$ cat src/rtl/switch_pkg.sv
package switch_pkg;

    // ==============================
    // Sizes
    // ==============================
    localparam int NUM_PORTS     = 4;
    localparam int NUM_PRIOS     = 2;
    localparam int NUM_CELLS     = 64;
    localparam int MAX_PKT_WORDS = 16;   // Longest packet, header included

    // ==============================
    // Plain vector types
    // ==============================
    typedef logic [15:0]                    word_t;
    typedef logic [$clog2(NUM_PORTS)-1:0]   port_idx_t;
    typedef logic [$clog2(NUM_PRIOS)-1:0]   prio_t;        // 1 is the high priority
    typedef logic [$clog2(NUM_CELLS)-1:0]   cell_addr_t;
    typedef logic [$clog2(NUM_CELLS):0]     cell_count_t;  // Must hold NUM_CELLS itself

    // One buffer cell as stored in the data memory
    typedef struct packed {
        word_t data;
        logic  eop;
    } cell_t;

    // Packet handed from the buffer to the output queues
    typedef struct packed {
        logic       valid;
        port_idx_t  dest;
        prio_t      prio;
        cell_addr_t head;   // First cell of the packet
        cell_addr_t tail;   // Cell holding the eop word
    } enq_req_t;

    // Egress reader FSM
    typedef enum logic [1:0] {
        IDLE,
        FETCH,
        STREAM
    } rd_state_t;

endpackage
$ cat src/rtl/switch_top.sv
module switch_top (
    input  logic                                   clk,
    input  logic                                   rst_n,
    input  logic [switch_pkg::NUM_PORTS-1:0]       wr_sop,
    input  logic [switch_pkg::NUM_PORTS-1:0]       wr_eop,
    input  logic [switch_pkg::NUM_PORTS-1:0]       wr_vld,
    input  switch_pkg::word_t [switch_pkg::NUM_PORTS-1:0] wr_data,
    input  logic [switch_pkg::NUM_PORTS-1:0]       ready,
    output logic [switch_pkg::NUM_PORTS-1:0]       pause,
    output logic [switch_pkg::NUM_PORTS-1:0]       rd_sop,
    output logic [switch_pkg::NUM_PORTS-1:0]       rd_eop,
    output logic [switch_pkg::NUM_PORTS-1:0]       rd_vld,
    output switch_pkg::word_t [switch_pkg::NUM_PORTS-1:0] rd_data,
    output logic                                   full,
    output logic                                   almost_full
);
    import switch_pkg::*;

    // Ingress to buffer
    logic       acc_vld, acc_sop, acc_eop, room;
    word_t      acc_word;
    // Buffer and queues
    enq_req_t   enq;
    logic       link_req;
    cell_addr_t link_from, link_to;
    // Queues and reader
    logic       grant_vld, reader_idle, pkt_done;
    port_idx_t  grant_port;
    cell_addr_t grant_head, pkt_next;
    // Reader and buffer
    cell_addr_t rd_addr, rd_next, free_addr;
    cell_t      rd_cell;
    logic       free_vld;

    ingress_arbiter u_ingress (
        .clk, .rst_n, .wr_sop, .wr_eop, .wr_vld, .wr_data, .room,
        .pause, .acc_vld, .acc_sop, .acc_eop, .acc_word
    );

    cell_buffer u_buffer (
        .clk, .rst_n, .acc_vld, .acc_sop, .acc_eop, .acc_word,
        .link_req, .link_from, .link_to, .rd_addr, .free_vld, .free_addr,
        .enq, .rd_cell, .rd_next, .room, .full, .almost_full
    );

    egress_queues u_queues (
        .clk, .rst_n, .enq, .ready, .reader_idle, .pkt_done, .pkt_next,
        .link_req, .link_from, .link_to, .grant_vld, .grant_port, .grant_head
    );

    egress_reader u_reader (
        .clk, .rst_n, .grant_vld, .grant_port, .grant_head, .ready,
        .rd_cell, .rd_next, .rd_addr, .free_vld, .free_addr,
        .reader_idle, .pkt_done, .pkt_next,
        .rd_sop, .rd_eop, .rd_vld, .rd_data
    );

endmodule

$ cat src/rtl/egress_reader.sv
module egress_reader (
    input  logic                                   clk,
    input  logic                                   rst_n,
    input  logic                                   grant_vld,
    input  switch_pkg::port_idx_t                  grant_port,
    input  switch_pkg::cell_addr_t                 grant_head,
    input  logic [switch_pkg::NUM_PORTS-1:0]       ready,
    input  switch_pkg::cell_t                      rd_cell,
    input  switch_pkg::cell_addr_t                 rd_next,
    output switch_pkg::cell_addr_t                 rd_addr,
    output logic                                   free_vld,
    output switch_pkg::cell_addr_t                 free_addr,
    output logic                                   reader_idle,
    output logic                                   pkt_done,
    output switch_pkg::cell_addr_t                 pkt_next,
    output logic [switch_pkg::NUM_PORTS-1:0]       rd_sop,
    output logic [switch_pkg::NUM_PORTS-1:0]       rd_eop,
    output logic [switch_pkg::NUM_PORTS-1:0]       rd_vld,
    output switch_pkg::word_t [switch_pkg::NUM_PORTS-1:0] rd_data
);
    import switch_pkg::*;

    rd_state_t  state;
    port_idx_t  port_q;   // Output port being served
    cell_addr_t cur;      // Cell on rd_cell while streaming
    logic       first;    // Next word sent is the header
    logic       send;

    assign send = (state == STREAM) && ready[port_q];

    // Read ahead so a word leaves every cycle while ready stays high
    assign rd_addr     = (send && !rd_cell.eop) ? rd_next : cur;
    assign reader_idle = (state == IDLE);
    assign free_vld    = send;
    assign free_addr   = cur;
    assign pkt_done    = send && rd_cell.eop;
    assign pkt_next    = rd_next;

    always_ff @(posedge clk) begin
        if (!rst_n) begin
            state <= IDLE;
            first <= 1'b0;
        end else begin
            case (state)
                IDLE: begin
                    if (grant_vld) begin
                        state <= FETCH;
                        first <= 1'b1;
                    end
                end
                FETCH: state <= STREAM;   // Read latency of the buffer
                STREAM: begin
                    if (send) first <= 1'b0;
                    if (pkt_done) state <= IDLE;
                end
                default: state <= IDLE;
            endcase
        end
    end

    always_ff @(posedge clk) begin
        if (state == IDLE && grant_vld) begin
            cur    <= grant_head;
            port_q <= grant_port;
        end else if (send) begin
            cur <= rd_next;
        end
    end

    always_comb begin
        for (int p = 0; p < NUM_PORTS; p++) begin
            rd_vld[p]  = send && port_q == port_idx_t'(p);
            rd_sop[p]  = rd_vld[p] && first;
            rd_eop[p]  = rd_vld[p] && rd_cell.eop;
            rd_data[p] = rd_cell.data;
        end
    end

endmodule

$ cat src/rtl/egress_queues.sv
module egress_queues (
    input  logic                               clk,
    input  logic                               rst_n,
    input  switch_pkg::enq_req_t               enq,
    input  logic [switch_pkg::NUM_PORTS-1:0]   ready,
    input  logic                               reader_idle,
    input  logic                               pkt_done,
    input  switch_pkg::cell_addr_t             pkt_next,
    output logic                               link_req,
    output switch_pkg::cell_addr_t             link_from,
    output switch_pkg::cell_addr_t             link_to,
    output logic                               grant_vld,
    output switch_pkg::port_idx_t              grant_port,
    output switch_pkg::cell_addr_t             grant_head
);
    import switch_pkg::*;

    cell_addr_t head      [NUM_PORTS][NUM_PRIOS];
    cell_addr_t tail      [NUM_PORTS][NUM_PRIOS];
    cell_addr_t last_head [NUM_PORTS][NUM_PRIOS];   // Head cell of the newest packet
    logic [NUM_PRIOS-1:0] q_empty [NUM_PORTS];

    logic [NUM_PRIOS-1:0] enq_hit  [NUM_PORTS];
    logic [NUM_PRIOS-1:0] done_hit [NUM_PORTS];
    logic [NUM_PRIOS-1:0] drained  [NUM_PORTS];    // Last packet of the queue has left

    port_idx_t rr_ptr;
    port_idx_t cand;
    port_idx_t sel_port;
    prio_t     sel_prio;
    logic      sel_found;
    port_idx_t gnt_port;
    prio_t     gnt_prio;

    // Append to a non-empty queue by chaining old tail to new head
    assign link_req  = enq.valid && !q_empty[enq.dest][enq.prio];
    assign link_from = tail[enq.dest][enq.prio];
    assign link_to   = enq.head;

    always_comb begin
        for (int p = 0; p < NUM_PORTS; p++) begin
            for (int r = 0; r < NUM_PRIOS; r++) begin
                enq_hit[p][r]  = enq.valid && enq.dest == port_idx_t'(p)
                                 && enq.prio == prio_t'(r);
                done_hit[p][r] = pkt_done && gnt_port == port_idx_t'(p)
                                 && gnt_prio == prio_t'(r);
                drained[p][r]  = done_hit[p][r] && head[p][r] == last_head[p][r];
            end
        end
    end

    // ==============================
    // Round-robin port selection
    // ==============================
    always_comb begin
        sel_found = 1'b0;
        sel_port  = rr_ptr;
        cand      = rr_ptr;
        for (int i = 0; i < NUM_PORTS; i++) begin
            cand = rr_ptr + port_idx_t'(i);
            if (!sel_found && ready[cand] && !(&q_empty[cand])) begin
                sel_found = 1'b1;
                sel_port  = cand;
            end
        end
        sel_prio = prio_t'(!q_empty[sel_port][1]);   // High queue first
    end

    assign grant_vld  = reader_idle && sel_found;
    assign grant_port = sel_port;
    assign grant_head = head[sel_port][sel_prio];

    always_ff @(posedge clk) begin
        if (!rst_n) begin
            rr_ptr <= '0;
        end else if (grant_vld) begin
            rr_ptr <= sel_port + 1'b1;
        end
    end

    always_ff @(posedge clk) begin
        if (grant_vld) begin
            gnt_port <= sel_port;
            gnt_prio <= sel_prio;
        end
    end

    // ==============================
    // Queue pointers
    // ==============================
    always_ff @(posedge clk) begin
        for (int p = 0; p < NUM_PORTS; p++) begin
            for (int r = 0; r < NUM_PRIOS; r++) begin
                if (enq_hit[p][r]) begin
                    tail[p][r]      <= enq.tail;
                    last_head[p][r] <= enq.head;
                end
                if (enq_hit[p][r] && (q_empty[p][r] || drained[p][r])) begin
                    head[p][r] <= enq.head;
                end else if (done_hit[p][r] && !drained[p][r]) begin
                    head[p][r] <= pkt_next;   // Step to the next packet
                end
            end
        end
    end

    always_ff @(posedge clk) begin
        for (int p = 0; p < NUM_PORTS; p++) begin
            for (int r = 0; r < NUM_PRIOS; r++) begin
                if (!rst_n)              q_empty[p][r] <= 1'b1;
                else if (enq_hit[p][r])  q_empty[p][r] <= 1'b0;
                else if (drained[p][r])  q_empty[p][r] <= 1'b1;
            end
        end
    end

endmodule

$ cat src/rtl/cell_buffer.sv
module cell_buffer (
    input  logic                    clk,
    input  logic                    rst_n,
    input  logic                    acc_vld,
    input  logic                    acc_sop,
    input  logic                    acc_eop,
    input  switch_pkg::word_t       acc_word,
    input  logic                    link_req,
    input  switch_pkg::cell_addr_t  link_from,
    input  switch_pkg::cell_addr_t  link_to,
    input  switch_pkg::cell_addr_t  rd_addr,
    input  logic                    free_vld,
    input  switch_pkg::cell_addr_t  free_addr,
    output switch_pkg::enq_req_t    enq,
    output switch_pkg::cell_t       rd_cell,
    output switch_pkg::cell_addr_t  rd_next,
    output logic                    room,
    output logic                    full,
    output logic                    almost_full
);
    import switch_pkg::*;

    cell_t       cell_mem [NUM_CELLS];
    cell_addr_t  link_mem [NUM_CELLS];   // Next cell of each cell
    cell_addr_t  fl_mem   [NUM_CELLS];   // Free list FIFO

    cell_addr_t  fl_rd;
    cell_addr_t  fl_wr;
    cell_count_t init_ptr;               // Cells never handed out since reset
    cell_count_t free_cnt;
    cell_addr_t  alloc_addr;

    cell_addr_t  pkt_head;               // First cell of the open packet
    cell_addr_t  last_cell;              // Most recent cell of the open packet
    port_idx_t   hdr_dest;
    prio_t       hdr_prio;

    logic        lnk_we;
    cell_addr_t  lnk_addr;
    cell_addr_t  lnk_data;

    // ==============================
    // Free list
    // ==============================
    assign alloc_addr = (init_ptr < NUM_CELLS) ? cell_addr_t'(init_ptr) : fl_mem[fl_rd];

    always_ff @(posedge clk) begin
        if (!rst_n) begin
            fl_rd    <= '0;
            fl_wr    <= '0;
            init_ptr <= '0;
            free_cnt <= cell_count_t'(NUM_CELLS);
        end else begin
            if (acc_vld) begin
                if (init_ptr < NUM_CELLS) init_ptr <= init_ptr + 1'b1;
                else                      fl_rd    <= fl_rd + 1'b1;
            end
            if (free_vld) fl_wr <= fl_wr + 1'b1;
            free_cnt <= free_cnt + cell_count_t'(free_vld) - cell_count_t'(acc_vld);
        end
    end

    always_ff @(posedge clk) begin
        if (free_vld) fl_mem[fl_wr] <= free_addr;
    end

    assign full        = (free_cnt == '0);
    assign almost_full = (free_cnt < NUM_CELLS / 2);
    assign room        = (free_cnt >= MAX_PKT_WORDS);

    // ==============================
    // Packet write and enqueue
    // ==============================
    always_ff @(posedge clk) begin
        if (acc_vld) begin
            cell_mem[alloc_addr] <= '{data: acc_word, eop: acc_eop};
            last_cell            <= alloc_addr;
            if (acc_sop) begin
                pkt_head <= alloc_addr;
                hdr_dest <= port_idx_t'(acc_word[1:0]);   // Header bits 1:0
                hdr_prio <= prio_t'(acc_word[2]);         // Header bit 2
            end
        end
    end

    always_ff @(posedge clk) begin
        if (!rst_n) begin
            enq.valid <= 1'b0;
        end else begin
            enq.valid <= acc_vld && acc_eop;
        end
        if (acc_vld && acc_eop) begin
            enq.dest <= acc_sop ? port_idx_t'(acc_word[1:0]) : hdr_dest;
            enq.prio <= acc_sop ? prio_t'(acc_word[2]) : hdr_prio;
            enq.head <= acc_sop ? alloc_addr : pkt_head;
            enq.tail <= alloc_addr;
        end
    end

    // ==============================
    // Link memory and read port
    // ==============================
    // Queue append wins; the ingress chain write cannot happen that cycle
    assign lnk_we   = link_req || (acc_vld && !acc_sop);
    assign lnk_addr = link_req ? link_from : last_cell;
    assign lnk_data = link_req ? link_to : alloc_addr;

    always_ff @(posedge clk) begin
        if (lnk_we) link_mem[lnk_addr] <= lnk_data;
    end

    always_ff @(posedge clk) begin
        rd_cell <= cell_mem[rd_addr];
        if (lnk_we && lnk_addr == rd_addr) rd_next <= lnk_data;   // Forward a same-cycle link
        else                               rd_next <= link_mem[rd_addr];
    end

    a_link_no_collide: assert property (@(posedge clk) disable iff (!rst_n)
        !(link_req && acc_vld && !acc_sop));

    a_alloc_has_cell: assert property (@(posedge clk) disable iff (!rst_n)
        acc_vld |-> free_cnt != '0);

endmodule

$ cat src/rtl/ingress_arbiter.sv
module ingress_arbiter (
    input  logic                                  clk,
    input  logic                                  rst_n,
    input  logic [switch_pkg::NUM_PORTS-1:0]      wr_sop,
    input  logic [switch_pkg::NUM_PORTS-1:0]      wr_eop,
    input  logic [switch_pkg::NUM_PORTS-1:0]      wr_vld,
    input  switch_pkg::word_t [switch_pkg::NUM_PORTS-1:0] wr_data,
    input  logic                                  room,
    output logic [switch_pkg::NUM_PORTS-1:0]      pause,
    output logic                                  acc_vld,
    output logic                                  acc_sop,
    output logic                                  acc_eop,
    output switch_pkg::word_t                     acc_word
);
    import switch_pkg::*;

    port_idx_t token;     // Port that may write this cycle
    logic      locked;    // Token held until eop
    logic      started;   // Low during the first cycle after reset
    logic      pkt_open;  // Accepted sop that does not end the packet

    // Only the token port may write, and only with room unless mid-packet
    always_comb begin
        pause = '1;
        if (started && (locked || room)) begin
            pause[token] = 1'b0;
        end
    end

    assign acc_vld  = wr_vld[token] && !pause[token];
    assign acc_sop  = wr_sop[token];
    assign acc_eop  = wr_eop[token];
    assign acc_word = wr_data[token];
    assign pkt_open = acc_vld && acc_sop && !acc_eop;

    always_ff @(posedge clk) begin
        if (!rst_n) begin
            started <= 1'b0;
            locked  <= 1'b0;
            token   <= '0;
        end else begin
            started <= 1'b1;
            if (pkt_open) begin
                locked <= 1'b1;
            end else if (acc_vld && acc_eop) begin
                locked <= 1'b0;                   // Token moves on next idle cycle
            end
            if (started && !locked && !pkt_open) begin
                token <= token + 1'b1;
            end
        end
    end

    // Sources must respect pause
    a_no_write_in_pause: assert property (@(posedge clk) disable iff (!rst_n)
        (wr_vld & pause) == '0);

endmodule

$ cat config.mk
export PLATFORM = sky130hd
export DESIGN_NAME = switch_top
export DESIGN_NICKNAME = d
export VERILOG_FILES = /design/src/rtl/switch_pkg.sv /design/src/rtl/switch_top.sv /design/src/rtl/egress_reader.sv /design/src/rtl/egress_queues.sv /design/src/rtl/cell_buffer.sv /design/src/rtl/ingress_arbiter.sv
export SDC_FILE = /design/constraint.sdc
export NUM_CORES = 2
export LEC_CHECK = 0
export BUFFER_PORTS_ARGS = -buffer_cell sky130_fd_sc_hd__buf_2
export CAP_MARGIN = 20
export CORE_MARGIN = 3
export CORE_UTILIZATION = 45
export CTS_CLUSTER_SIZE = 10
export DETAILED_ROUTE_END_ITERATION = 8
export MAX_ROUTING_LAYER = met4
export PLACE_DENSITY = 0.7
export RECOVER_POWER = 100
export SLEW_MARGIN = 10
export SYNTH_ARGS = -nofsm -noshare
export SYNTH_HDL_FRONTEND = slang
export SYNTH_SLANG_ARGS = --single-unit
export TNS_END_PERCENT = 30
$ cat constraint.sdc
create_clock -name clk -period 6.1 [get_ports clk]
set_input_delay 0.61 -clock clk [delete_from_list [all_inputs] [get_ports clk]]
set_output_delay 0.61 -clock clk [all_outputs]
set_load 0.01 [all_outputs]
## Word level (Yosys, flattened, before mapping)

Memories as Yosys holds them, arrays and structs flattened. A register that Yosys moved wholly into a read port is not among the register bits.
Cells that the tools add are included.

| storage, ports and cells | value |
|---|---|
| logic and storage cells | 457 |
| output and inout port bits | 82 |
| bits of input ports | 82 |
| memories kept | 7 |
| bits in registers | 77 |
| RAM bits | 2,008 |

Memories:

| name | depth | width | rd ports | clocked after memory_dff | write ports | RTL line | RTL |
|---|---|---|---|---|---|---|---|
| u_buffer.cell_mem | 64 | 17 | 1 | 1 | 1 | cell_buffer.sv:23 | `cell_t cell_mem [NUM_CELLS];` |
| u_buffer.fl_mem | 64 | 6 | 1 | 1 | 1 | cell_buffer.sv:25 | `cell_addr_t fl_mem [NUM_CELLS];` |
| u_buffer.link_mem | 64 | 6 | 1 | 1 | 1 | cell_buffer.sv:24 | `cell_addr_t link_mem [NUM_CELLS];` |
| u_queues.head | 4 | 12 | 5 | 0 | 4 | egress_queues.sv:18 | `cell_addr_t head [NUM_PORTS][NUM_PRIOS];` |
| u_queues.last_head | 4 | 12 | 4 | 0 | 1 | egress_queues.sv:20 | `cell_addr_t last_head [NUM_PORTS][NUM_PRIOS];` |
| u_queues.tail | 4 | 12 | 1 | 1 | 1 | egress_queues.sv:19 | `cell_addr_t tail [NUM_PORTS][NUM_PRIOS];` |
| 1 more memories | -- | -- | -- | -- | -- | -- |  |

| cells by class | value |
|---|---|
| bitwise gates (word level) | 30 |
| eq/ne operators | 22 |
| mux-type cells | 215 |
| reductions and logical operators | 137 |
| add/sub/neg operators | 10 |
| $lt $le $gt $ge | 13 |

Operators by type and width:

| operator | count |
|---|---|
| $mux W1 | 149 |
| $mux W6 | 23 |
| $logic_and A1 B1 Y1 | 82 |
| $mux W12 | 6 |
| $reduce_or A12 Y1 | 6 |
| $eq A6 B6 Y1 | 8 |
| $mux W2 | 22 |
| $bmux W16 S2 | 1 |
| $or A1 B1 Y1 | 24 |
| $logic_not A1 Y1 | 23 |
| $bmux W1 S2 | 9 |
| $lt A2 B3 Y1 const B | 6 |
| $mux W16 | 1 |
| $eq A2 B2 Y1 const B | 7 |
| $reduce_and A2 Y1 | 7 |
| $add A6 B1 Y6 const B | 2 |
| $logic_or A1 B1 Y1 | 10 |
| $eq A2 B1 Y1 const B | 4 |
| $logic_not A2 Y1 | 4 |
| $add A7 B1 Y7 | 1 |
| $add A7 B1 Y7 const B | 1 |
| $ge A7 B5 Y1 const B | 1 |
| $logic_not A7 Y1 | 1 |
| $lt A7 B6 Y1 const B | 1 |
| 18 further kinds | 28 |

## Depth between registers and ports, before layout

An unclocked memory read counts as a cell.

| logic depth | value |
|---|---|
| word-level depth | 23 |
| depth in mapped cells | 18 |
| gate-level depth less buffers | 16 |

## By module

From an unflattened synthesis, not the netlist that was laid out.

| unflattened totals | value |
|---|---|
| cells, all modules | 3,987 |
| area, all modules | 84,596.1 um^2 |

Modules (own cells, without submodules):

| module | seq. area each (um^2) | area an instance (um^2) | times used | cells an instance |
|---|---|---|---|---|
| cell_buffer | 57,755.4 | 75,023.2 | 1 | 3,283 |
| egress_queues | 4,734.5 | 7,511.0 | 1 | 511 |
| egress_reader | 300.3 | 1,267.5 | 1 | 128 |
| ingress_arbiter | 80.1 | 794.5 | 1 | 65 |

## Worst setup path before layout

OpenSTA, ideal clock, no wires.

| timing path | value |
|---|---|
| path kind | register -> register |
| start | register (tool-made name) |
| end | memory u_buffer.link_mem[0][0] (netlist bit) (data pin) |
| setup slack | 1,727 ps |
| library setup time | 549 ps |
| arrival time | 3,825 ps |
| cell stages (with the launch flop) | 10 |
| cells stage by stage | dfxtp_1 -> buf_2 -> buf_4 -> clkbuf_1 -> clkbuf_1 -> mux4_2 -> mux4_2 -> mux4_2 -> mux2i_2 -> a21oi_1 |

RTL lines:

| what | RTL line |
|---|---|
| to (decl) | cell_buffer.sv:24 |

==> results.md <==
- Outcome: complete, but fails checks
- Failing checks: max-capacitance violations, max-slew violations
- Post-synth ARST share: 0%
- Syn_nets: roughly 4600
- Post-synth EDFFs: approximately 2000
- Post-CTS Setup Bufs: 0
- Syn avg cell area: around 19 sq um
- Reg clk slew, reported paths: around 0.05 ns
- Largest net degree at the start of global routing: 82
- Met1 Use GR: between 20% and 30%
- Final min period: 5.49 ns
- GRT Total Usage: roughly a fifth
- Root Buffer: clkbuf_16
- Power Dens Cells: ~360 nW/um^2
- Vias in the first global route: 43100
- Final antenna-violating net count: 0
- P_leak: between 30 and 40 nW
- Crit path DAT: ~6 ns
- GR Layer Usage met3: roughly 3.2%
- Share of cells above drive strength 1: 17.8%
- Filler cells: approximately 15000
- Rel. slew slack: -141%
- First-pass GRT wire length: just under 300 mm
- List of most frequent post-synthesis cells: edfxtp_1 (2047), mux2i_1 (588), mux4_2 (266)
- Starting Density: 45.5%
- DIE WIDTH: between 400 and 500 microns
- DP Wirelength: between 100 and 150 mm
- R2r endpoint: u_buffer.cell_mem[57][16]
- Post-Synthesis Cells: approximately 4500
- Met2 Resource Use GR: 33.4%
- WL/cell: approximately 27 microns
- Data required time of the worst path: roughly 6.6 ns
- Global placer's final weighted congestion: a little over 0.8
- DR DRC count: 0
- Ys flop type: edfxtp_1
- DR vias: roughly 43000
- Worst r2r path cells: 9
- Post-route setup slack: 0.611 ns
- Clock Latency Late Sink: between 0.8 and 0.9 ns
- Setup_tns: 0 ns
- Clock Skews: about 0.04 ns
- # IOs: 164
- Die ar.: a little under 200000 sq um
- Startpoint Class: flop
- Drt pass-1 iters: 8
- Share of the synthesized area in the top cell type: 72.4%
- Clock tree buffer depth: 3
- Worst setup EP type: flop
- Design Area, Final: approximately 95000 sq um
- Initial antenna violation count: 3
- Die Ht: ~440 microns
- Tot Pwr: between 0.03 and 0.04 W
- Finish-stage setup viols: 0
- Yosys warning count: 0
- Sequential-to-total area share from yosys stat: 74.0%
- Area grow syn2layout: 11.6%
- Highest clock rate: ~180 MHz
- Crit path to: u_buffer.cell_mem[57][16]
- Crit-path max FO: 20
- Mapped Area: between 80000 and 90000 sq um
- Area after DPL: 88500 sq um
- CTS resizes: 0
- Via/cell ratio: roughly 5.8
- Synth area leaders: edfxtp_1 (72%), mux4_2 (7.1%), mux2i_1 (6.9%), dfxtp_1 (1.6%), o22a_1 (1.2%)
- Yosys reg bits: ~2100
- Max Cap Viol: 24
- TritonCTS clock tree: yes
- WL final: between 150 and 200 mm
- Worst-Margin Slew: between 3 and 4 ns
- Max-slew violations: roughly 1500
- Distinct cell type count after synthesis: 75
- CTS Hold Bufs: 0
- R2r setup slk: 0.61 ns
- Post-synth top area cell: edfxtp_1
- Final hold vios: 0
- Busiest layer in global routing: met2
- Num CTS Buffers: 230
- CTS sink count: ~2100
- Post-route clock period utilization: 90.0%
- Nets: ~4900
- Pre-CTS WS: roughly 0.94 ns
- Maximum VDD drop: 313 uV
- FP Rows: 158
- RSZ-0062 raised after global routing: no
- CTS H-tree lvls: 4
- DR iter-0 viols: ~5000
- Worst min-delay path class: in -> reg
- Core area: ~190000 sq um
- Most frequent cell after synthesis: edfxtp_1
- IO buf count: 163
- Setup CP Type: reg -> reg
- Final core occ: 50.8%
- GRT overflow: 0
## placed cells by master (no fill, tap or decap), drive strengths merged, types with 15 or more instances in the layout
| cell | n |
|---|---|
| o21ai | 27 |
| inv | 34 |
| o31ai | 17 |
| nor2 | 249 |
| nor2b | 21 |
| mux2i | 590 |
| mux2 | 78 |
| nand2 | 119 |
| xnor2 | 27 |
| clkbuf | 501 |
| a31o | 35 |
| o22a | 119 |
| nand2b | 21 |
| and2 | 36 |
| buf | 188 |
| mux4 | 266 |
| xor2 | 38 |
| o221ai | 19 |
| nor3 | 15 |
| nor4 | 29 |
| o22ai | 116 |
| dfxtp | 69 |
| o221a | 34 |
| o2111ai | 18 |
| nand3 | 21 |
| edfxtp | 2047 |
| ha | 17 |
| a21oi | 32 |
## kinds of logic after synthesis
kind of cell | synth area share [%]
simple gates | 3.09
xor+xnor | 0.670
buf+inv | 2.48
mux | 15.1
fa+ha+maj | 0.274
compound gates | 4.40
flops | 74.0
## area by class of cell
cell class,count,area [sq um],area share [%]
repair buffers,328,2050,2.16
flip-flops and latches,2116,62900,66.4
multi-input cells,2052,20000,21.1
diodes,4,10.0,0.0106
inverters,33,124,0.131
clock inverters,13,220,0.232
clock buffers,361,6340,6.69
well taps,2480,3100,3.28
## critical path, stage by stage, from the launching register on
cell and delay [ns]:
dfxtp_1 0.93, buf_4 0.51, mux4_2 0.60, mux4_2 0.54, mux4_2 0.49, mux2_1 0.57
nor2_1 0.27, nand2_1 0.45, nor2_1 0.25, clkbuf_2 0.49
## state kept, by name, summed over array words and instances, names as in the netlist, 7 cells and up, named ones only
name,flops
u_queues.tail,48
u_buffer.enq,16
u_buffer.free_cnt,7
u_queues.q_empty,8
u_queues.head,48
u_buffer.rd_cell,17
u_buffer.fl_mem,384
u_buffer.cell_mem,1088
u_buffer.init_ptr,7
u_queues.last_head,48
u_buffer.link_mem,384
## report_power, final
group          switching, W  internal (W)
Clock               0.00533       0.00704
Combinational       0.00325       0.00173
Sequential         0.000371        0.0169
## how the worst min path moves through the flow
stage / startpoint / end / slack (ns) / cells after the start
floorplan: u_buffer.fl_rd[5] / flop / 0.47 / 2
global placement: u_buffer.init_ptr[5] / u_buffer.init_ptr[5] / 0.50 / 2
detailed placement: u_buffer.fl_rd[5] / flop / 0.51 / 2
CTS: rst_n / u_ingress.started / 0.34 / 1
global route: ready[2] / u_reader.state[1] / 0.43 / 5
finish: ready[2] / u_reader.state[1] / 0.44 / 5
## per-stage QoR
stage / std cells / hold WS [ns]
6_report: 7387 / 0.438
5_1_grt: 7387 / 0.433
4_1_cts: 7379 / 0.339
3_5_place_dp: 7005 / 0.508
3_3_place_gp: 7003 / 0.497
2_1_floorplan: 4504 / 0.470
## layer usage
| metal | wire, microns | vias to the layer above |
|---|---|---|
| met5 | 0 | - |
| met4 | 5560 | 0 |
| met3 | 13900 | 315 |
| met2 | 97600 | 1716 |
| met1 | 80200 | 22500 |
| li1 | - | 18600 |
No activity file was read; power rests on OpenSTA's default activity.
